## src/hdl/soc_bus_pkg.sv

```systemverilog
package soc_bus_pkg;

    // ----------------------------
    // Bus widths
    // ----------------------------
    localparam int ADDR_W     = 32;
    localparam int DATA_W     = 32;
    localparam int BE_W       = 4;

    // Word address of each RAM, 4 KiB each
    localparam int RAM_ADDR_W = 10;

    // ----------------------------
    // Address map, bits 31 to 24
    // ----------------------------
    localparam logic [7:0] IRAM_BASE_TOP   = 8'h00;
    localparam logic [7:0] DRAM_BASE_TOP   = 8'h02;
    localparam logic [7:0] UART_BASE_TOP   = 8'hA0;
    localparam logic [7:0] I2C_BASE_TOP    = 8'hE0;
    localparam logic [7:0] PINMUX_BASE_TOP = 8'hF0;

    // UART register offsets in the low 16 address bits
    localparam logic [15:0] UART_DATA_OFS = 16'h0000;
    localparam logic [15:0] UART_BUSY_OFS = 16'h0004;

    // Cycles per UART bit, small for simulation
    localparam int UART_DIV   = 8;
    localparam int UART_DIV_W = $clog2(UART_DIV);

    // Decoded target of a shared bus access
    typedef enum logic [2:0] {
        TGT_IRAM,
        TGT_DRAM,
        TGT_UART,
        TGT_EXT,
        TGT_NONE
    } bus_target_e;

endpackage

```

## src/hdl/uart_tx_regs.sv

```systemverilog
module uart_tx_regs import soc_bus_pkg::*; (
    input  logic              clk_i,
    input  logic              rst_ni,
    input  logic              we_i,
    input  logic              sel_busy_i,
    input  logic [7:0]        wdata_i,
    output logic [DATA_W-1:0] rdata_o,
    output logic              ser_tx_o
);

    // Frame is stop, 8 data bits, start; LSB goes out first
    logic [9:0]            shift_q;
    logic [3:0]            bits_left_q;
    logic [UART_DIV_W-1:0] div_q;
    logic                  busy_q;
    logic [7:0]            data_q;

    // ----------------------------
    // Transmitter
    // ----------------------------
    always_ff @(posedge clk_i or negedge rst_ni) begin
        if (!rst_ni) begin
            shift_q     <= '1;
            bits_left_q <= '0;
            div_q       <= '0;
            busy_q      <= 1'b0;
        end else if (!busy_q) begin
            // Writes while busy are dropped
            if (we_i) begin
                shift_q     <= {1'b1, wdata_i, 1'b0};
                bits_left_q <= 4'd10;
                div_q       <= '0;
                busy_q      <= 1'b1;
            end
        end else if (div_q == UART_DIV_W'(UART_DIV - 1)) begin
            div_q       <= '0;
            shift_q     <= {1'b1, shift_q[9:1]};
            bits_left_q <= bits_left_q - 4'd1;
            if (bits_left_q == 4'd1) begin
                busy_q <= 1'b0;
            end
        end else begin
            div_q <= div_q + 1'b1;
        end
    end

    assign ser_tx_o = shift_q[0];

    always_ff @(posedge clk_i) begin
        if (we_i && !busy_q) begin
            data_q <= wdata_i;
        end
        // Sampled in the grant cycle, read out with rvalid
        rdata_o <= sel_busy_i ? {{(DATA_W-1){1'b0}}, busy_q} : {{(DATA_W-8){1'b0}}, data_q};
    end

endmodule

```

## config.mk

```make
export PLATFORM = sky130hd
export DESIGN_NAME = uart_tx_regs
export DESIGN_NICKNAME = d
export VERILOG_FILES = /design/src/hdl/soc_bus_pkg.sv /design/src/hdl/uart_tx_regs.sv
export SDC_FILE = /design/constraint.sdc
export NUM_CORES = 1
export LEC_CHECK = 0
export BUFFER_PORTS_ARGS = -buffer_cell sky130_fd_sc_hd__clkbuf_2
export CAP_MARGIN = 5
export CORE_ASPECT_RATIO = 1.75
export CORE_MARGIN = 3
export CORE_UTILIZATION = 55
export CTS_BUF_LIST = sky130_fd_sc_hd__clkbuf_2 sky130_fd_sc_hd__clkbuf_4 sky130_fd_sc_hd__clkbuf_8
export DETAILED_ROUTE_END_ITERATION = 8
export HOLD_SLACK_MARGIN = 0.06
export PLACE_DENSITY = 0.84
export SYNTH_ARGS = -nofsm -noshare
export SYNTH_HDL_FRONTEND = slang
export SYNTH_SLANG_ARGS = --single-unit
```

## constraint.sdc

```tcl
create_clock -name clk_i -period 2.94 [get_ports clk_i]
set_clock_uncertainty 0.15 [all_clocks]
set_input_delay 0.147 -clock clk_i [delete_from_list [all_inputs] [get_ports clk_i]]
set_output_delay 0.147 -clock clk_i [all_outputs]
set_load 0.05 [all_outputs]
```

==> results.sh <==
export IMPL_outcome="finished clean"
export IMPL_ys_seq_area_frac=0.529
export IMPL_antenna_found_initial=0
export IMPL_final_layout_size_suffix_gt1_frac=0.250
export IMPL_rsz0062_at_grt="no"
export IMPL_period_needed_ns=1.98
export IMPL_grt_total_usage=0.167
export IMPL_cts_resized=0
export IMPL_seq_power_share=0.473
export IMPL_cts_tree="yes"
export IMPL_met1_length_um=934
export IMPL_initial_utilization=0.582
export IMPL_synthToLayoutAreaGrowth_pct=12.1
export IMPL_core_sq_um=2720
export IMPL_via_per_inst=5.05
export IMPL_ctsHtreeMaxLevel=2
export IMPL_power_share_clock=0.218
export IMPL_avgSynthCellArea_sq_um=11.6
export IMPL_place_congestion=0.797
export IMPL_synth_top_cell_by_area="edfxtp_1"
export IMPL_synth_area_leaders="edfxtp_1 15%, dfstp_2 15%, buf_4 13%"
export IMPL_io_buffers=20
export IMPL_hp_class="in -> async"
export IMPL_cts_setup_buffers=0
export IMPL_endpoint_kind="register"
export IMPL_fp_dieH_um=77.0
export IMPL_tns_ns=0
export IMPL_yosys_area_share_adder=0.0316
export IMPL_critPathLaunchType="register"
export IMPL_finalCritPeriodShare=0.673
export IMPL_async_reset_ff_frac=0.515
export IMPL_slew_violations=0
export IMPL_synth_compound_area_share=0.112
export IMPL_wl_per_cell_um=13.5
export IMPL_overflow=0
export IMPL_timing_final_setup_violations=0
export IMPL_core_rowCount=25
export IMPL_synthMuxAreaShare=0.0585
export IMPL_tightest_slew_ns=0.794
export IMPL_synth_cell_types=30
export IMPL_nNetsFinal=183
export IMPL_die_x_um=46.6
export IMPL_p_comb_frac=0.309
export IMPL_highest_layer="met4"
export IMPL_numCtsBuffers=5
export IMPL_switching_share=0.340
export IMPL_ant_nets=0
export IMPL_maxCapViolations=0
export IMPL_dr_pass1_iters=4
export IMPL_grt_max_degree=31
export IMPL_grt_pass1_wl_mm=4.25
export IMPL_p_switching_w=0.000508
export IMPL_dieArea_sq_um=3580
export IMPL_met2_length_mm=1.50
export IMPL_intPower_w=0.000987
export IMPL_syn_inst=137
export IMPL_num_io_pins=45
export IMPL_n_fill_cell=216
export IMPL_path_clk_slew_ns=0.06
export IMPL_path_max_fanout=16
export IMPL_cts_sinks=33
export IMPL_hold_violations=0
export IMPL_ir_worst_vdd_mv=0.450
export IMPL_via_count=985
export IMPL_dp_hpwl_mm=1.84
export IMPL_synth_area_sq_um=1580
export IMPL_antennaDiodeCount=0
export IMPL_worst_setup_path_type="reg -> reg"
export IMPL_synth_seq_cells=33
export IMPL_clk_path_buf_depth=2
export IMPL_clk_latency_ns=0.28
export IMPL_drc_errors=0
export IMPL_p_per_area_nw_per_um2=843
export IMPL_slew_headroom=0.469
export IMPL_power_w=0.00150
export IMPL_synthFlopType="dfstp_2"
export IMPL_synth_xor_area_share=0.0111
export IMPL_synth_top_family_by_area="buffers and inverters"
export IMPL_synth_simple_area_share=0.105
export IMPL_cp_arrival_ns=1.99
export IMPL_yosys_warnings=0
export IMPL_clock_fmax_mhz=505
export IMPL_grt_pass1_vias=990
export IMPL_synth_edf_count=8
export IMPL_leakage_nw=0.767
export IMPL_drt_iter0_markers=29
export IMPL_cts_root_buf="clkbuf_8"
export IMPL_wl_met3_um=111
export IMPL_routed_wl_mm=2.63
export IMPL_synth_top_cell_area_share=0.152
export IMPL_cp_required_ns=2.95
export IMPL_reg2regPathDepth=5
synth_stat cells (2+ instances only):
library cell	instances
a21oi_1	11
a22o_1	3
dfstp_2	9
buf_4	27
buf_2	4
dfrtp_1	8
nor3_1	2
inv_1	4
ha_1	4
nor2b_1	15
dfxtp_1	8
edfxtp_1	8
mux2i_1	7
nand2_1	3
xnor2_1	2
nor2_1	2
a211oi_1	7
area by class of cell:
class / count / area, sq um / share of cell area
flip-flops and latches: 33 / 837 / 0.472
multi-input cells: 92 / 594 / 0.335
repair buffers: 31 / 208 / 0.117
clock buffers: 6 / 76.3 / 0.0430
well taps: 27 / 33.8 / 0.0190
inverters: 4 / 15.0 / 0.00846
clock inverters: 2 / 10.0 / 0.00564
critical path: stages (launching register included):
cell	delay [ns]
dfrtp_1	0.37
ha_1	0.16
ha_1	0.60
nor4b_4	0.33
xnor2_1	0.17
a21oi_2	0.08
per-stage QoR:
step	utilization	cell area, sq um	cells	setup WS, ns	hold WS, ns
after CTS	0.652	1770	195	0.945	0.183
after floorplan	-	1670	160	1.36	-0.299
after global placement	0.583	1590	177	1.02	-0.0614
after detailed placement	0.583	1590	177	0.947	-0.0508
final	0.652	1770	195	0.960	0.170
after global routing	0.652	1770	195	0.820	0.195
registers in the layout (all words and copies together) (netlist names):
name / flops
rdata_o: 8
div_q: 3
busy_q: 1
bits_left_q: 4
data_q: 8
shift_q: 9
layer usage:
layer	track usage	vias to the layer above
met5	0	-
met4	0.120	0
met3	0.0423	7
met2	0.283	25
met1	0.158	472
li1	-	481
cells in the final DEF, fill, tap and decap left out, drive strengths merged:
master       instances
nand2                3
conb                24
nor3                 2
mux2i                7
a22o                 3
dfxtp                8
a41oi                1
nor2b               15
edfxtp               8
a21oi               12
xnor2                2
a21o                 1
dfstp                9
nand2b               1
clkbuf              26
nor3b                1
o21ai                2
clkinv               2
dfrtp                8
a2bb2oi              1
a211oi               7
ha                   4
mux2                 2
nor4b                1
inv                  4
nor2                 3
buf                  1
dlygate4sd3         10
what timing repair did:
item	4_1_cts	5_1_grt
endpoints found under the hold margin	40	0
endpoints found under the setup margin	0	0
hold buffers	10	0
cells by family (layout without fill, tap and decap cells):
| logic type | count (synthesis) | count (layout) |
|---|---|---|
| fa+ha+maj | 4 | 4 |
| flops | 33 | 33 |
| other cells | 1 | 24 |
| mux | 9 | 9 |
| simple gates | 26 | 26 |
| xor+xnor | 2 | 2 |
| buf+inv | 35 | 43 |
| compound gates | 27 | 27 |
worst paths after layout:
path	startpoint	end	slack (ns)
max	div_q[0]	bits_left_q[3]	0.96
max in group asynchronous	rst_ni	shift_q[1]	2.14
min	rst_ni	bits_left_q[2]	0.17
min in group clk_i	we_i	bits_left_q[1]	0.28
min reg2reg	data_q[1]	rdata_o[1]	0.31
max reg2reg	div_q[0]	bits_left_q[3]	0.96
power groups by stage:
stage	sequential, W	combinational (W)	clock, W
final	0.000708	0.000461	0.000326
after detailed placement	0.000715	0.000452	0
after global placement	0.000709	0.000435	0
after floorplan	0.000736	0.000376	0
after CTS	0.000707	0.000465	0.000339
after global routing	0.000723	0.000510	0.000368
No activity file was read; power rests on OpenSTA's default activity.
