## src/hdl/soc_bus_pkg.sv

```systemverilog
package soc_bus_pkg;

    // ----------------------------
    // Bus widths
    // ----------------------------
    localparam int ADDR_W     = 32;
    localparam int DATA_W     = 32;
    localparam int BE_W       = 4;

    // Word address of each RAM, 4 KiB each
    localparam int RAM_ADDR_W = 10;

    // ----------------------------
    // Address map, bits 31 to 24
    // ----------------------------
    localparam logic [7:0] IRAM_BASE_TOP   = 8'h00;
    localparam logic [7:0] DRAM_BASE_TOP   = 8'h02;
    localparam logic [7:0] UART_BASE_TOP   = 8'hA0;
    localparam logic [7:0] I2C_BASE_TOP    = 8'hE0;
    localparam logic [7:0] PINMUX_BASE_TOP = 8'hF0;

    // UART register offsets in the low 16 address bits
    localparam logic [15:0] UART_DATA_OFS = 16'h0000;
    localparam logic [15:0] UART_BUSY_OFS = 16'h0004;

    // Cycles per UART bit, small for simulation
    localparam int UART_DIV   = 8;
    localparam int UART_DIV_W = $clog2(UART_DIV);

    // Decoded target of a shared bus access
    typedef enum logic [2:0] {
        TGT_IRAM,
        TGT_DRAM,
        TGT_UART,
        TGT_EXT,
        TGT_NONE
    } bus_target_e;

endpackage

```

## src/hdl/obi_bus_if.sv

```systemverilog
interface obi_bus_if import soc_bus_pkg::*; ();

    // Request channel
    logic              req;
    logic              gnt;
    logic [ADDR_W-1:0] addr;
    logic              we;
    logic [BE_W-1:0]   be;
    logic [DATA_W-1:0] wdata;

    // Response channel
    logic              rvalid;
    logic [DATA_W-1:0] rdata;

    modport master (
        output req, addr, we, be, wdata,
        input  gnt, rvalid, rdata
    );

    modport slave (
        input  req, addr, we, be, wdata,
        output gnt, rvalid, rdata
    );

endinterface

```

## src/hdl/obi_wb_bridge.sv

```systemverilog
module obi_wb_bridge import soc_bus_pkg::*; (
    input  logic              clk_i,
    input  logic              rst_ni,

    obi_bus_if.slave          obi_i,

    // Wishbone classic master
    output logic [ADDR_W-1:0] wb_addr_o,
    output logic [DATA_W-1:0] wb_wdata_o,
    output logic              wb_we_o,
    output logic [BE_W-1:0]   wb_sel_o,
    output logic              wb_stb_o,
    output logic              wb_cyc_o,
    input  logic              wb_ack_i,
    input  logic [DATA_W-1:0] wb_rdata_i
);

    typedef enum logic [1:0] {
        BR_IDLE,
        BR_CYCLE,
        BR_RESPOND
    } br_state_e;

    br_state_e         state_q;
    logic              rvalid_q;
    logic [DATA_W-1:0] rdata_q;

    always_ff @(posedge clk_i or negedge rst_ni) begin
        if (!rst_ni) begin
            state_q  <= BR_IDLE;
            rvalid_q <= 1'b0;
        end else begin
            rvalid_q <= (state_q == BR_RESPOND);
            case (state_q)
                BR_IDLE:    if (obi_i.req) state_q <= BR_CYCLE;
                BR_CYCLE:   if (wb_ack_i) state_q <= BR_RESPOND;
                default:    state_q <= BR_IDLE;
            endcase
        end
    end

    // ----------------------------
    // Request and response capture
    // ----------------------------
    always_ff @(posedge clk_i) begin
        if (state_q == BR_IDLE && obi_i.req) begin
            wb_addr_o  <= obi_i.addr;
            wb_wdata_o <= obi_i.wdata;
            wb_we_o    <= obi_i.we;
            wb_sel_o   <= obi_i.be;
        end
        if (state_q == BR_CYCLE && wb_ack_i) begin
            rdata_q <= wb_rdata_i;
        end
    end

    assign wb_cyc_o     = (state_q == BR_CYCLE);
    assign wb_stb_o     = (state_q == BR_CYCLE);
    // gnt comes the cycle after ack, rvalid one cycle later
    assign obi_i.gnt    = (state_q == BR_RESPOND);
    assign obi_i.rvalid = rvalid_q;
    assign obi_i.rdata  = rdata_q;

endmodule

```

## src/flat_wrapper.sv

```systemverilog
// flat-port wrapper written by rule: the top's interface ports become plain ports
module obi_wb_bridge_flat import soc_bus_pkg::*;
  (clk_i, rst_ni, wb_addr_o, wb_wdata_o, wb_we_o, wb_sel_o, wb_stb_o, wb_cyc_o, wb_ack_i, wb_rdata_i, obi_i_req, obi_i_addr, obi_i_we, obi_i_be, obi_i_wdata, obi_i_gnt, obi_i_rvalid, obi_i_rdata);
  obi_bus_if obi_i_i ();
  input  logic clk_i;
  input  logic rst_ni;
  output logic [ADDR_W-1:0] wb_addr_o;
  output logic [DATA_W-1:0] wb_wdata_o;
  output logic wb_we_o;
  output logic [BE_W-1:0] wb_sel_o;
  output logic wb_stb_o;
  output logic wb_cyc_o;
  input  logic wb_ack_i;
  input  logic [DATA_W-1:0] wb_rdata_i;
  input wire logic [$bits(obi_i_i.req)-1:0] obi_i_req;
  input wire logic [$bits(obi_i_i.addr)-1:0] obi_i_addr;
  input wire logic [$bits(obi_i_i.we)-1:0] obi_i_we;
  input wire logic [$bits(obi_i_i.be)-1:0] obi_i_be;
  input wire logic [$bits(obi_i_i.wdata)-1:0] obi_i_wdata;
  output wire logic [$bits(obi_i_i.gnt)-1:0] obi_i_gnt;
  output wire logic [$bits(obi_i_i.rvalid)-1:0] obi_i_rvalid;
  output wire logic [$bits(obi_i_i.rdata)-1:0] obi_i_rdata;
  assign obi_i_i.req = obi_i_req;
  assign obi_i_i.addr = obi_i_addr;
  assign obi_i_i.we = obi_i_we;
  assign obi_i_i.be = obi_i_be;
  assign obi_i_i.wdata = obi_i_wdata;
  assign obi_i_gnt = obi_i_i.gnt;
  assign obi_i_rvalid = obi_i_i.rvalid;
  assign obi_i_rdata = obi_i_i.rdata;
  obi_wb_bridge u_core (.clk_i(clk_i), .rst_ni(rst_ni), .obi_i(obi_i_i), .wb_addr_o(wb_addr_o), .wb_wdata_o(wb_wdata_o), .wb_we_o(wb_we_o), .wb_sel_o(wb_sel_o), .wb_stb_o(wb_stb_o), .wb_cyc_o(wb_cyc_o), .wb_ack_i(wb_ack_i), .wb_rdata_i(wb_rdata_i));
endmodule
```

## config.mk

```make
export PLATFORM = sky130hd
export DESIGN_NAME = obi_wb_bridge_flat
export DESIGN_NICKNAME = d
export VERILOG_FILES = /design/src/hdl/soc_bus_pkg.sv /design/src/hdl/obi_bus_if.sv /design/src/hdl/obi_wb_bridge.sv /design/src/flat_wrapper.sv
export SDC_FILE = /design/constraint.sdc
export NUM_CORES = 1
export LEC_CHECK = 0
export BUFFER_PORTS_ARGS = -buffer_cell sky130_fd_sc_hd__buf_2
export CORE_MARGIN = 4
export CORE_UTILIZATION = 40
export CTS_BUF_LIST = sky130_fd_sc_hd__clkbuf_8
export CTS_CLUSTER_DIAMETER = 120
export DETAILED_ROUTE_END_ITERATION = 8
export GPL_TIMING_DRIVEN = 0
export PLACE_DENSITY = 0.77
export SYNTH_ARGS = -nofsm -noshare
export SYNTH_HDL_FRONTEND = slang
export SYNTH_SLANG_ARGS = --single-unit
export TNS_END_PERCENT = 50
```

## constraint.sdc

```tcl
create_clock -name clk_i -period 11.3 [get_ports clk_i]
set_input_delay 1.695 -clock clk_i [delete_from_list [all_inputs] [get_ports clk_i]]
set_output_delay 1.695 -clock clk_i [all_outputs]
set_load 0.05 [all_outputs]
```

==> summary.md <==
| Metric | Value |
|---|---|
| Number of post-CTS setup repair buffers | `0` |
| Proportion of netlist area held by the largest area contributor | `95.5%` |
| Reported max-cap violation count | `0` |
| Cell types occupying the most area after synthesis | `sky130_fd_sc_hd__edfxtp_1 (96%), sky130_fd_sc_hd__dfrtp_1 (2.4%), sky130_fd_sc_hd__nor2b_4 (0.43%), sky130_fd_sc_hd__and2_1 (0.39%), sky130_fd_sc_hd__nand2b_1 (0.39%)` |
| Number of antenna violations at the first check in global routing | `0` |
| Routed wirelength normalized by instance count | `16.2 µm` |
| Overall die width | `97.1 µm` |
| IR drop worst, VDD | `93.5 µV` |
| Worst path top cell family by delay | `simple AND/OR/NAND/NOR gates` |
| CP startpoint kind | `input pin` |
| Cell with the biggest individual delay on the critical path | `sky130_fd_sc_hd__nor3b_2` |
| TritonRoute pass-1 iters | `4` |
| Setup TNS Final | `0 ns` |
| Global-route total usage across every layer | `15.4%` |
| Total Routed Length | `7.21 mm` |
| Async SR Flop Fraction | `2.88%` |
| Post-placement cell area | `4410 µm²` |
| Critical Path End Type | `flip-flop` |
| Cells after synthesis | `113` |
| Biggest fanout along the worst timing path | `14` |
| Final design instance area without fill | `4600 µm²` |
| Total die area | `9420 µm²` |
| Core area | `7730 µm²` |
| Fin nets | `443` |
| Number of distinct library cells after synthesis | `9` |
| Number of hold buffers added after cts | `0` |
| Count of port buffers added during placement | `209` |
| Growth of design area from synthesis to finish | `44.8%` |
| Via count of the first global-routing pass | `2,083` |
| Crit Reg-Reg Startpoint | `u_core.state_q[1]$_DFFE_PN0P_` |
| Row Count | `32` |
| Most frequent cells after synthesis | `sky130_fd_sc_hd__edfxtp_1 (101), sky130_fd_sc_hd__dfrtp_1 (3), sky130_fd_sc_hd__and2_1 (2), sky130_fd_sc_hd__nand2b_1 (2)` |
| Number of stages on the worst hold path | `1` |
| Worst Reg-to-Reg Cells | `4` |
| I/O pins | `210` |
| Final worst setup slack | `8.14 ns` |
| Setup repair after global routing missed its margin | `false` |
| Post-layout minimum cycle time | `3.16 ns` |
| Kind of critical path | `in -> reg` |
| Via-to-Cell Ratio | `4.36` |
| Remaining max-slew budget at the tightest pin | `15.9%` |
| Final-report max-slew violation count | `0` |
| Transition time of the tightest slew-check pin | `1.26 ns` |
| Bufs and invs on worst path | `4` |
| FF-to-FF End | `u_core.wb_addr_o[6]$_DFFE_PP_` |
| Root Buffer Master | `sky130_fd_sc_hd__clkbuf_8` |
| CTS Buffer Depth | `2` |
| Via count of the routed design | `1,940` |
| Endpoint required time on the critical path | `11.35 ns` |
| Detailed-placement wirelength estimate | `5.87 mm` |
| Data arrival at the endpoint of the critical path | `3.21 ns` |
| Tot Pwr | `952 µW` |
| Remaining Overflow, GRT | `0` |
| Crit-path max cell delay | `0.77 ns` |
| Placed Instances | `429` |
| Origin of the worst setup path | `obi_i_req` |
| Worst Min Path Start | `u_core.state_q[1]$_DFFE_PN0P_` |
| Count of inserted antenna diode cells | `0` |
| Synthesized area per cell | `28.1 µm²` |
| Largest area contributor in the synthesized netlist | `sky130_fd_sc_hd__edfxtp_1` |
| Yosys reg bits | `104` |
| Netlist area before placement | `3170 µm²` |
| Most instantiated library cell after synthesis | `sky130_fd_sc_hd__edfxtp_1` |
| Die Height | `97.1 µm` |
| Worst Hold Class | `reg -> reg` |
| Count of cells resized by post-cts repair | `0` |
| Residual antenna-violating net count after detailed routing | `0` |
| Wire length of the first global-routing pass | `10.9 mm` |
| Hold endpoint | `u_core.state_q[0]$_DFFE_PN0P_` |
| Count of unresolved DRC violations after routing | `0` |
| CTS buffer count | `9` |
| Effective utilization at floorplan | `41.1%` |
| Share of final-layout standard cells stronger than drive strength 1 | `67.1%` |
| Initial DRC Count | `46` |
| Maximum operating frequency | `0.317 GHz` |
| Placement Setup Slack | `7.68 ns` |
| Mapped Nets | `218` |
| Count of final setup violators | `0` |
| Final Non-Filler Cells | `445` |
| Clk_lat worst skew | `0.35 ns` |
| Most used flip-flop cell after synthesis | `sky130_fd_sc_hd__edfxtp_1` |
| Fraction of the cycle the final worst path needs | `27.9%` |
| Largest net degree at the start of global routing | `33` |
| Cell-by-cell listing of the critical path | `buf_2, nor3b_2, buf_6, buf_6, buf_6` |
| Clock Pin Slew Worst Setup and Hold Paths | `0.09 ns` |
| Number of hold violations in the final report | `0` |
| Run status | `finished, final reports clean` |
| Number of enable-type register cells in the synthesized netlist | `101` |
| Setup slack on the worst flop-to-flop path | `9.11 ns` |
| Total leakage power | `1.97 nW` |
| Clock tree from TritonCTS | `done` |
| Post-Route Skew | `0.0147 ns` |
| Number of synthesis warnings | `0` |
| Clock tree sinks | `104` |
| Placer's final routability congestion estimate | `0.823` |
| Register area share after synthesis | `97.9%` |
| Power density normalized to cell area | `207 nW/µm²` |
| Number of levels in the clock H-tree | `3` |
| CP dominant cell by count | `sky130_fd_sc_hd__buf_6` |
[power by group]
group / switching, mW / total, mW / leakage [nW] / internal, mW
clock network: 0.114 / 0.215 / 0.0959 / 0.101
registers: 0.0109 / 0.490 / 0.984 / 0.480
logic: 0.195 / 0.246 / 0.891 / 0.0510
[worst register-to-register path: stages, from the launching register on]
cell and delay (ns):
sky130_fd_sc_hd__dfrtp_1 0.45, sky130_fd_sc_hd__nor3b_2 0.79, sky130_fd_sc_hd__buf_6 0.29, sky130_fd_sc_hd__buf_6 0.19, sky130_fd_sc_hd__buf_6 0.19
[worst max-delay path by stage]
stage / end / slack (ns) / cells after the start
after floorplan: u_core.wb_addr_o[0]$_DFFE_PP_ / 4.03 / 1
after global placement: u_core.wb_wdata_o[15]$_DFFE_PP_ / 2.08 / 2
after detailed placement: u_core.wb_wdata_o[15]$_DFFE_PP_ / 7.68 / 5
after CTS: u_core.wb_addr_o[6]$_DFFE_PP_ / 8.07 / 5
after global routing: u_core.wb_addr_o[6]$_DFFE_PP_ / 7.96 / 5
final: u_core.wb_addr_o[6]$_DFFE_PP_ / 8.14 / 5
[per-stage QoR]
step | util [%] | hold WS (ns)
after floorplan | - | 0.485
after global placement | 56.3 | 0.503
after detailed placement | 57.1 | 0.527
after CTS | 59.5 | 0.564
after global routing | 59.5 | 0.604
final | 59.5 | 0.556
[metal layers]
metal  vias to the layer above  GRT usage, %  wire, µm
met1                       885          16.2      2450
met2                       149          25.5      3450
li1                        896             -         -
met4                         0          5.83       109
met5                         -             0         0
met3                        10          8.90      1200
[registers in the layout, summed over array words and instances (netlist names)]
signal,flops
u_core.wb_sel_o,4
u_core.wb_addr_o,32
u_core.obi_i.rdata,32
u_core.state_q,2
u_core.wb_wdata_o,32
u_core.obi_i.rvalid,1
u_core.wb_we_o,1
[final cells by class]
cell class | count | area [µm²]
Tap cell | 102 | 128
Sequential cell | 104 | 3110
Timing Repair Buffer | 214 | 1100
Fill cell | 609 | 3130
Buffer | 1 | 7.51
Clock buffer | 9 | 124
Clock inverter | 7 | 62.6
Multi-Input combinational cell | 8 | 63.8
[cells by family after synthesis]
family | Yosys count | share of synthesized area [%]
flops | 104 | 97.9
simple gates | 7 | 1.69
compound gates | 1 | 0.158
buf+inv | 1 | 0.237
[cell usage in the layout, fill, tap and decap left out, drive strengths merged]
cell	Yosys	layout
nor3b	1	1
nor2b	1	1
nand2b	2	2
edfxtp	101	101
a21oi	1	1
bufinv	0	1
and2b	1	1
dfrtp	3	3
clkbuf	0	9
clkinv	0	3
inv	0	2
buf	1	215
clkinvlp	0	1
and2	2	2
No activity file was read; power rests on OpenSTA's default activity.
