**src/hdl/soc_bus_pkg.sv**
```systemverilog
package soc_bus_pkg;

    // ----------------------------
    // Bus widths
    // ----------------------------
    localparam int ADDR_W     = 32;
    localparam int DATA_W     = 32;
    localparam int BE_W       = 4;

    // Word address of each RAM, 4 KiB each
    localparam int RAM_ADDR_W = 10;

    // ----------------------------
    // Address map, bits 31 to 24
    // ----------------------------
    localparam logic [7:0] IRAM_BASE_TOP   = 8'h00;
    localparam logic [7:0] DRAM_BASE_TOP   = 8'h02;
    localparam logic [7:0] UART_BASE_TOP   = 8'hA0;
    localparam logic [7:0] I2C_BASE_TOP    = 8'hE0;
    localparam logic [7:0] PINMUX_BASE_TOP = 8'hF0;

    // UART register offsets in the low 16 address bits
    localparam logic [15:0] UART_DATA_OFS = 16'h0000;
    localparam logic [15:0] UART_BUSY_OFS = 16'h0004;

    // Cycles per UART bit, small for simulation
    localparam int UART_DIV   = 8;
    localparam int UART_DIV_W = $clog2(UART_DIV);

    // Decoded target of a shared bus access
    typedef enum logic [2:0] {
        TGT_IRAM,
        TGT_DRAM,
        TGT_UART,
        TGT_EXT,
        TGT_NONE
    } bus_target_e;

endpackage

```
**src/hdl/obi_bus_if.sv**
```systemverilog
interface obi_bus_if import soc_bus_pkg::*; ();

    // Request channel
    logic              req;
    logic              gnt;
    logic [ADDR_W-1:0] addr;
    logic              we;
    logic [BE_W-1:0]   be;
    logic [DATA_W-1:0] wdata;

    // Response channel
    logic              rvalid;
    logic [DATA_W-1:0] rdata;

    modport master (
        output req, addr, we, be, wdata,
        input  gnt, rvalid, rdata
    );

    modport slave (
        input  req, addr, we, be, wdata,
        output gnt, rvalid, rdata
    );

endinterface

```
**src/hdl/soc_bus_decoder.sv**
```systemverilog
module soc_bus_decoder import soc_bus_pkg::*; (
    input  logic                  clk_i,
    input  logic                  rst_ni,

    obi_bus_if.slave              bus_i,
    obi_bus_if.master             ext_o,

    // Shared RAM port signals
    output logic [RAM_ADDR_W-1:0] ram_addr_o,
    output logic                  iram_we_o,
    output logic                  dram_we_o,
    output logic [BE_W-1:0]       ram_be_o,
    output logic [DATA_W-1:0]     ram_wdata_o,
    input  logic [DATA_W-1:0]     iram_rdata_i,
    input  logic [DATA_W-1:0]     dram_rdata_i,

    // UART register block
    output logic                  uart_we_o,
    output logic [7:0]            uart_wdata_o,
    output logic                  uart_sel_busy_o,
    input  logic [DATA_W-1:0]     uart_rdata_i
);

    bus_target_e tgt_now;
    bus_target_e tgt_q;
    logic        gnt_int_q;
    logic        rvalid_int_q;
    logic        req_int;

    // ----------------------------
    // Address decode
    // ----------------------------
    always_comb begin
        case (bus_i.addr[31:24])
            IRAM_BASE_TOP:   tgt_now = TGT_IRAM;
            DRAM_BASE_TOP:   tgt_now = TGT_DRAM;
            UART_BASE_TOP:   tgt_now = TGT_UART;
            I2C_BASE_TOP:    tgt_now = TGT_EXT;
            PINMUX_BASE_TOP: tgt_now = TGT_EXT;
            default:         tgt_now = TGT_NONE;
        endcase
    end

    // Unmapped addresses are served internally with zero data
    assign req_int = bus_i.req && (tgt_now != TGT_EXT);

    // ----------------------------
    // Grant and read-valid
    // ----------------------------
    always_ff @(posedge clk_i or negedge rst_ni) begin
        if (!rst_ni) begin
            gnt_int_q    <= 1'b0;
            rvalid_int_q <= 1'b0;
            tgt_q        <= TGT_NONE;
        end else begin
            gnt_int_q    <= req_int && !gnt_int_q && !rvalid_int_q;
            rvalid_int_q <= gnt_int_q;
            // Remember where the granted access went for the rdata mux
            if (bus_i.gnt) begin
                tgt_q <= tgt_now;
            end
        end
    end

    assign bus_i.gnt    = gnt_int_q || ext_o.gnt;
    assign bus_i.rvalid = rvalid_int_q || ext_o.rvalid;

    // External windows go to the Wishbone bridge
    assign ext_o.req   = bus_i.req && (tgt_now == TGT_EXT);
    assign ext_o.addr  = bus_i.addr;
    assign ext_o.we    = bus_i.we;
    assign ext_o.be    = bus_i.be;
    assign ext_o.wdata = bus_i.wdata;

    // RAM word address, byte offset dropped
    assign ram_addr_o  = bus_i.addr[RAM_ADDR_W+1:2];
    assign ram_be_o    = bus_i.be;
    assign ram_wdata_o = bus_i.wdata;
    assign iram_we_o   = gnt_int_q && bus_i.we && (tgt_now == TGT_IRAM);
    assign dram_we_o   = gnt_int_q && bus_i.we && (tgt_now == TGT_DRAM);

    assign uart_we_o       = gnt_int_q && bus_i.we && (tgt_now == TGT_UART) &&
                             (bus_i.addr[15:0] == UART_DATA_OFS);
    assign uart_wdata_o    = bus_i.wdata[7:0];
    assign uart_sel_busy_o = (bus_i.addr[15:0] == UART_BUSY_OFS);

    // ----------------------------
    // Read data mux
    // ----------------------------
    always_comb begin
        case (tgt_q)
            TGT_IRAM: bus_i.rdata = iram_rdata_i;
            TGT_DRAM: bus_i.rdata = dram_rdata_i;
            TGT_UART: bus_i.rdata = uart_rdata_i;
            TGT_EXT:  bus_i.rdata = ext_o.rdata;
            default:  bus_i.rdata = '0;
        endcase
    end

endmodule

```
**src/flat_wrapper.sv**
```systemverilog
// flat-port wrapper written by rule: the top's interface ports become plain ports
module soc_bus_decoder_flat import soc_bus_pkg::*;
  (clk_i, rst_ni, ram_addr_o, iram_we_o, dram_we_o, ram_be_o, ram_wdata_o, iram_rdata_i, dram_rdata_i, uart_we_o, uart_wdata_o, uart_sel_busy_o, uart_rdata_i, bus_i_req, bus_i_addr, bus_i_we, bus_i_be, bus_i_wdata, bus_i_gnt, bus_i_rvalid, bus_i_rdata, ext_o_req, ext_o_addr, ext_o_we, ext_o_be, ext_o_wdata, ext_o_gnt, ext_o_rvalid, ext_o_rdata);
  obi_bus_if bus_i_i ();
  obi_bus_if ext_o_i ();
  input  logic clk_i;
  input  logic rst_ni;
  output logic [RAM_ADDR_W-1:0] ram_addr_o;
  output logic iram_we_o;
  output logic dram_we_o;
  output logic [BE_W-1:0] ram_be_o;
  output logic [DATA_W-1:0] ram_wdata_o;
  input  logic [DATA_W-1:0] iram_rdata_i;
  input  logic [DATA_W-1:0] dram_rdata_i;
  output logic uart_we_o;
  output logic [7:0] uart_wdata_o;
  output logic uart_sel_busy_o;
  input  logic [DATA_W-1:0] uart_rdata_i;
  input wire logic [$bits(bus_i_i.req)-1:0] bus_i_req;
  input wire logic [$bits(bus_i_i.addr)-1:0] bus_i_addr;
  input wire logic [$bits(bus_i_i.we)-1:0] bus_i_we;
  input wire logic [$bits(bus_i_i.be)-1:0] bus_i_be;
  input wire logic [$bits(bus_i_i.wdata)-1:0] bus_i_wdata;
  output wire logic [$bits(bus_i_i.gnt)-1:0] bus_i_gnt;
  output wire logic [$bits(bus_i_i.rvalid)-1:0] bus_i_rvalid;
  output wire logic [$bits(bus_i_i.rdata)-1:0] bus_i_rdata;
  output wire logic [$bits(ext_o_i.req)-1:0] ext_o_req;
  output wire logic [$bits(ext_o_i.addr)-1:0] ext_o_addr;
  output wire logic [$bits(ext_o_i.we)-1:0] ext_o_we;
  output wire logic [$bits(ext_o_i.be)-1:0] ext_o_be;
  output wire logic [$bits(ext_o_i.wdata)-1:0] ext_o_wdata;
  input wire logic [$bits(ext_o_i.gnt)-1:0] ext_o_gnt;
  input wire logic [$bits(ext_o_i.rvalid)-1:0] ext_o_rvalid;
  input wire logic [$bits(ext_o_i.rdata)-1:0] ext_o_rdata;
  assign bus_i_i.req = bus_i_req;
  assign bus_i_i.addr = bus_i_addr;
  assign bus_i_i.we = bus_i_we;
  assign bus_i_i.be = bus_i_be;
  assign bus_i_i.wdata = bus_i_wdata;
  assign bus_i_gnt = bus_i_i.gnt;
  assign bus_i_rvalid = bus_i_i.rvalid;
  assign bus_i_rdata = bus_i_i.rdata;
  assign ext_o_req = ext_o_i.req;
  assign ext_o_addr = ext_o_i.addr;
  assign ext_o_we = ext_o_i.we;
  assign ext_o_be = ext_o_i.be;
  assign ext_o_wdata = ext_o_i.wdata;
  assign ext_o_i.gnt = ext_o_gnt;
  assign ext_o_i.rvalid = ext_o_rvalid;
  assign ext_o_i.rdata = ext_o_rdata;
  soc_bus_decoder u_core (.clk_i(clk_i), .rst_ni(rst_ni), .bus_i(bus_i_i), .ext_o(ext_o_i), .ram_addr_o(ram_addr_o), .iram_we_o(iram_we_o), .dram_we_o(dram_we_o), .ram_be_o(ram_be_o), .ram_wdata_o(ram_wdata_o), .iram_rdata_i(iram_rdata_i), .dram_rdata_i(dram_rdata_i), .uart_we_o(uart_we_o), .uart_wdata_o(uart_wdata_o), .uart_sel_busy_o(uart_sel_busy_o), .uart_rdata_i(uart_rdata_i));
endmodule
```
**config.mk**
```make
export PLATFORM = sky130hd
export DESIGN_NAME = soc_bus_decoder_flat
export DESIGN_NICKNAME = d
export VERILOG_FILES = /design/src/hdl/soc_bus_pkg.sv /design/src/hdl/obi_bus_if.sv /design/src/hdl/soc_bus_decoder.sv /design/src/flat_wrapper.sv
export SDC_FILE = /design/constraint.sdc
export NUM_CORES = 1
export LEC_CHECK = 0
export BUFFER_PORTS_ARGS = -buffer_cell sky130_fd_sc_hd__buf_2
export CAP_MARGIN = 20
export CORE_AREA = 2 2 143 145
export CTS_CLUSTER_SIZE = 16
export DETAILED_ROUTE_END_ITERATION = 7
export DIE_AREA = 0 0 145 147
export SYNTH_ARGS = -nofsm -noshare
export SYNTH_HDL_FRONTEND = slang
export SYNTH_SLANG_ARGS = --single-unit
export TNS_END_PERCENT = 100
```
**constraint.sdc**
```tcl
create_clock -name clk_i -period 3.3 [get_ports clk_i]
set_input_delay 0.495 -clock clk_i [delete_from_list [all_inputs] [get_ports clk_i]]
set_output_delay 0.495 -clock clk_i [all_outputs]
set_load 0.03 [all_outputs]
```
==> results.md <==
- The run finished with clean final reports.
- The combined area of all synthesized cells is between 1500 and 2000 um2.
- The worst reg-to-reg path cell count is 3.
- The routed layout has ~2,300 vias.
- Buffers inserted during clock tree synthesis total 3.
- The CTS tree is done.
- The slew of the pin with the lowest slew margin is between 700 and 800 ps.
- Setup repair after global routing left no endpoint under its margin.
- The total routing usage reported by global routing is approximately 8.8%.
- CTS built an H-tree with a depth of 1.
- The number of placement rows is 52.
- Measured against its own limit, the worst slew margin works out to 50.47%.
- The startpoint of the most critical register-to-register path is u_core.gnt_int_q.
- The met1 layer usage reported by global route is approximately a tenth.
- The number of global-route vias before repair is ~2,200.
- The met2 layer usage reported by global route is between 15 and 20%.
- The flip-flop and latch count after synthesis is 5.
- In this design, the stage delay of the slowest critical-path cell is ~580 ps.
- The global-route layer with the greatest usage is met2.
- The data arrival time of the critical path is about 2100 ps.
- The share of Yosys cell area claimed by the top area cell type is a little under half.
- Leaving out fill and tap cells, the most frequent cell in the layout is sky130_fd_sc_hd__buf_2.
- The number of nets handed over by synthesis was between 400 and 500.
- The post-CTS resize count is 0.
- The library cells used most frequently in the layout, excluding fill and tap cells, are sky130_fd_sc_hd__buf_2, sky130_fd_sc_hd__a22oi_1, sky130_fd_sc_hd__nand2_1.
- After clock tree synthesis, the setup repair step added 0 buffers.
- The clock-pin slew on the worst setup and hold paths is ~30 ps.
- Along the worst path, the maximum fanout reaches 6.
- The number of routed nets with antenna violations is 0.
- The number of nets at the end of the flow is just under 600.
- The overflow left after global routing is 0.
- The fraction of layout cells with a size suffix above 1 is 64.92%.
- The max-cap violation count is 0.
- The worst setup path is launched from an input port.
- The worst min-delay path category is input port to asynchronous set/reset pin.
- The most used cell along the critical path is sky130_fd_sc_hd__buf_2.
- Yosys attributes the largest share of cell area to sky130_fd_sc_hd__buf_4, sky130_fd_sc_hd__a22oi_1, sky130_fd_sc_hd__nand2_1, sky130_fd_sc_hd__dfrtp_1, sky130_fd_sc_hd__clkbuf_1.
- Setup violations remaining at the end of the flow were counted as 0.
- The number of design-rule violations left by the first detailed-router iteration is 115.
- The HPWL after detailed placement is about 8800 um.
- Counting every sink on the clock net gives 5.
- The number of hold violations in the final report is 0.
- The core region is roughly 20,000 um2.
- The clock tree skew after final layout is approximately 0.65 ps.
- Counting along the longest clock path gives a buffer depth of 2.
- The total power density per cell area is 231.7 nW/um2.
- The area growth from synthesis to layout is 33.57%.
- The number of antenna violations at the first check in global routing is 0.
- The cell accounting for the most synthesized area is sky130_fd_sc_hd__buf_4.
- Summing the sequential cell areas from Yosys gives about 6.5% of the chip area.
- STA puts the critical path data required time at about 2800 ps.
- The final critical-path share of the clock period is between 70% and 80%.
- The clock network burns between 30 and 40% of the power.
- The clock root buffer is sky130_fd_sc_hd__clkbuf_16.
- Across all register-to-register paths, the minimum setup slack is between 2000 and 2500 ps.
- The source-to-sink clock delay at the later pin of the worst-skew pair is around 220 ps.
- The type of the setup path with the least slack is input port to output port.
- The critical path goes through buf_2 > or3_1 > or4_4 > a211oi_2 > buf_2.
- The timing-limited maximum frequency is 387.8 MHz.
- The final critical delay including setup and external delays is between 2000 and 3000 ps.
- For this design the static power due to leakage is 1.430 nW.
- The final weighted congestion in routability-driven placement is roughly 0.81.
- The switching power is roughly 0.25 mW.
- OpenSTA, run right after detailed placement, puts the worst setup slack at 687.3 ps.
- The die covers 21,320 um2.
- The final max-slew violation count is 0.
- The number of optimization iterations in the first detailed-route pass is 5.
- The share of total power dissipated in sequential elements is around an eighth.
- The worst-case vdd ir drop is approximately 0.090 mV.
- Summed over all layers, the routed wires come to a little over 10,000 um.
- The average vias per placed instance is between 3 and 4.
- In this run the horizontal extent of the chip is approximately 150 um.
- The first-pass GRT wire length is roughly 14,000 um.
- The Yosys step of the flow raised 0 warnings.
- The repair_antennas step left the layout with diodes totalling 0.
- The number of buffers inserted by port buffering is between 200 and 250.
- The net switching share of the total power is 40.97%.
- Entering global routing, the biggest net connects 33 pins.
- The number of DRC violations after detailed routing is 0.
- Cell internal power was estimated by the tool at 0.3576 mW.
- Combinational cells account for a little under three fifths of the total power.
- Once routing completed, OpenROAD measured the worst setup slack at ~720 ps.
- The layout filler cell count is around 2,300.
- The synthesized area per cell is between 7 and 8 um2.
- The initial core utilization is 9.861%.
- In the final timing run, aggregate negative setup slack is 0 ps.
- Synthesis produced a netlist whose cell count is approximately 280.
- Pin placement for this block handled about 360 I/O pins.
- The worst register-to-register path ends at u_core.tgt_q[1].
- The cell with the biggest individual delay on the critical path is sky130_fd_sc_hd__or4_4.
- After detailed routing, the average wire length per cell comes to roughly 16 um.
- Buffers inserted to repair hold after CTS numbered 0.
- The vertical extent of the die is roughly 150 um.
- Synthesis instantiated 29 different standard cells from the library.
- In the global route stage, met3 resource usage came out at 3.385%.
- The endpoint kind of the worst setup timing path is an output port.
cell type report:
class                   count  area (um2)  area share [%]
flip-flops and latches      5       126.4           4.835
well taps                 270       337.8           12.92
inverters                   3       11.26          0.4308
clock buffers               4       78.83           3.016
multi-input cells         133       858.3           32.84
repair buffers            237        1201           45.95
critical path, delay by kind of cell:
family	cells	cell delay (ps)
AND/OR/NAND/NOR	2	1080
buffers and inverters	2	340
AO/OA/AOI/OAI	1	160
stage by stage:
| stage | util, % | cell area, um2 | total power, mW | hold slack (ps) | instances |
|---|---|---|---|---|---|
| floorplan | - | 1957 | 0.4706 | 199.4 | 278 |
| global placement | 12.77 | 2535 | 0.4105 | 322.9 | 648 |
| detailed placement | 12.77 | 2535 | 0.4131 | 328.4 | 648 |
| CTS | 13.17 | 2614 | 0.6144 | 90.90 | 652 |
| global route | 13.17 | 2614 | 0.6430 | 88.10 | 652 |
| finish | 13.17 | 2614 | 0.6057 | 85.72 | 652 |
metal layers:
metal	wire (um)	up-vias	share of wire, %
li1	-	1074	-
met1	3675	1009	36
met2	4809	215	47
met3	1342	34	13
met4	301	0	3.0
met5	0	-	0
power by group through the flow:
stage                     combinational [mW]  clock [mW]  sequential (mW)
after floorplan                        0.400           0           0.0705
after global placement                 0.337           0           0.0731
after detailed placement               0.339           0           0.0736
after CTS                              0.341       0.201           0.0730
after global routing                   0.363       0.206           0.0740
final                                  0.337       0.196           0.0724
cell families after synthesis:
logic type | synth area share (%)
buffers and inverters | 50.51
AO/OA/AOI/OAI | 26.85
AND/OR/NAND/NOR | 15.60
flip-flops | 6.458
multiplexers | 0.5754
flip-flops by register name, indices dropped and copies added, names as in the netlist:
signal / count
u_core.tgt_q: 3
u_core.gnt_int_q: 1
u_core.rvalid_int_q: 1
cells in the mapped netlist:
cell type,number
sky130_fd_sc_hd__o31ai_1,2
sky130_fd_sc_hd__nand4_1,2
sky130_fd_sc_hd__dfrtp_1,4
sky130_fd_sc_hd__buf_4,123
sky130_fd_sc_hd__nor2_1,4
sky130_fd_sc_hd__a21oi_1,1
sky130_fd_sc_hd__o21ai_1,1
sky130_fd_sc_hd__nor4_1,4
sky130_fd_sc_hd__nand4b_1,1
sky130_fd_sc_hd__mux2_1,1
sky130_fd_sc_hd__a21boi_0,1
sky130_fd_sc_hd__buf_2,1
sky130_fd_sc_hd__nor3_1,5
sky130_fd_sc_hd__clkbuf_1,13
sky130_fd_sc_hd__nor2b_1,1
sky130_fd_sc_hd__a211oi_2,1
sky130_fd_sc_hd__and3b_1,1
sky130_fd_sc_hd__nor4b_1,1
sky130_fd_sc_hd__dfstp_2,1
sky130_fd_sc_hd__or3_1,1
sky130_fd_sc_hd__nand3b_1,2
sky130_fd_sc_hd__nand2_1,34
sky130_fd_sc_hd__inv_1,3
sky130_fd_sc_hd__and2_1,1
sky130_fd_sc_hd__a22oi_1,64
sky130_fd_sc_hd__or2_2,1
sky130_fd_sc_hd__nor3b_1,2
sky130_fd_sc_hd__or4_1,1
sky130_fd_sc_hd__or4_4,1
how the worst max path moves through the flow:
stage / end / slack [ps] / from
floorplan: uart_we_o / 840 / bus_i_addr[24]
global placement: uart_we_o / 720 / bus_i_addr[24]
detailed placement: uart_we_o / 690 / bus_i_addr[24]
CTS: uart_we_o / 690 / bus_i_addr[24]
global route: bus_i_rdata[24] / 640 / u_core.tgt_q[0]
finish: uart_we_o / 720 / bus_i_addr[24]
Note: power is estimated with default switching activity, not from simulation.
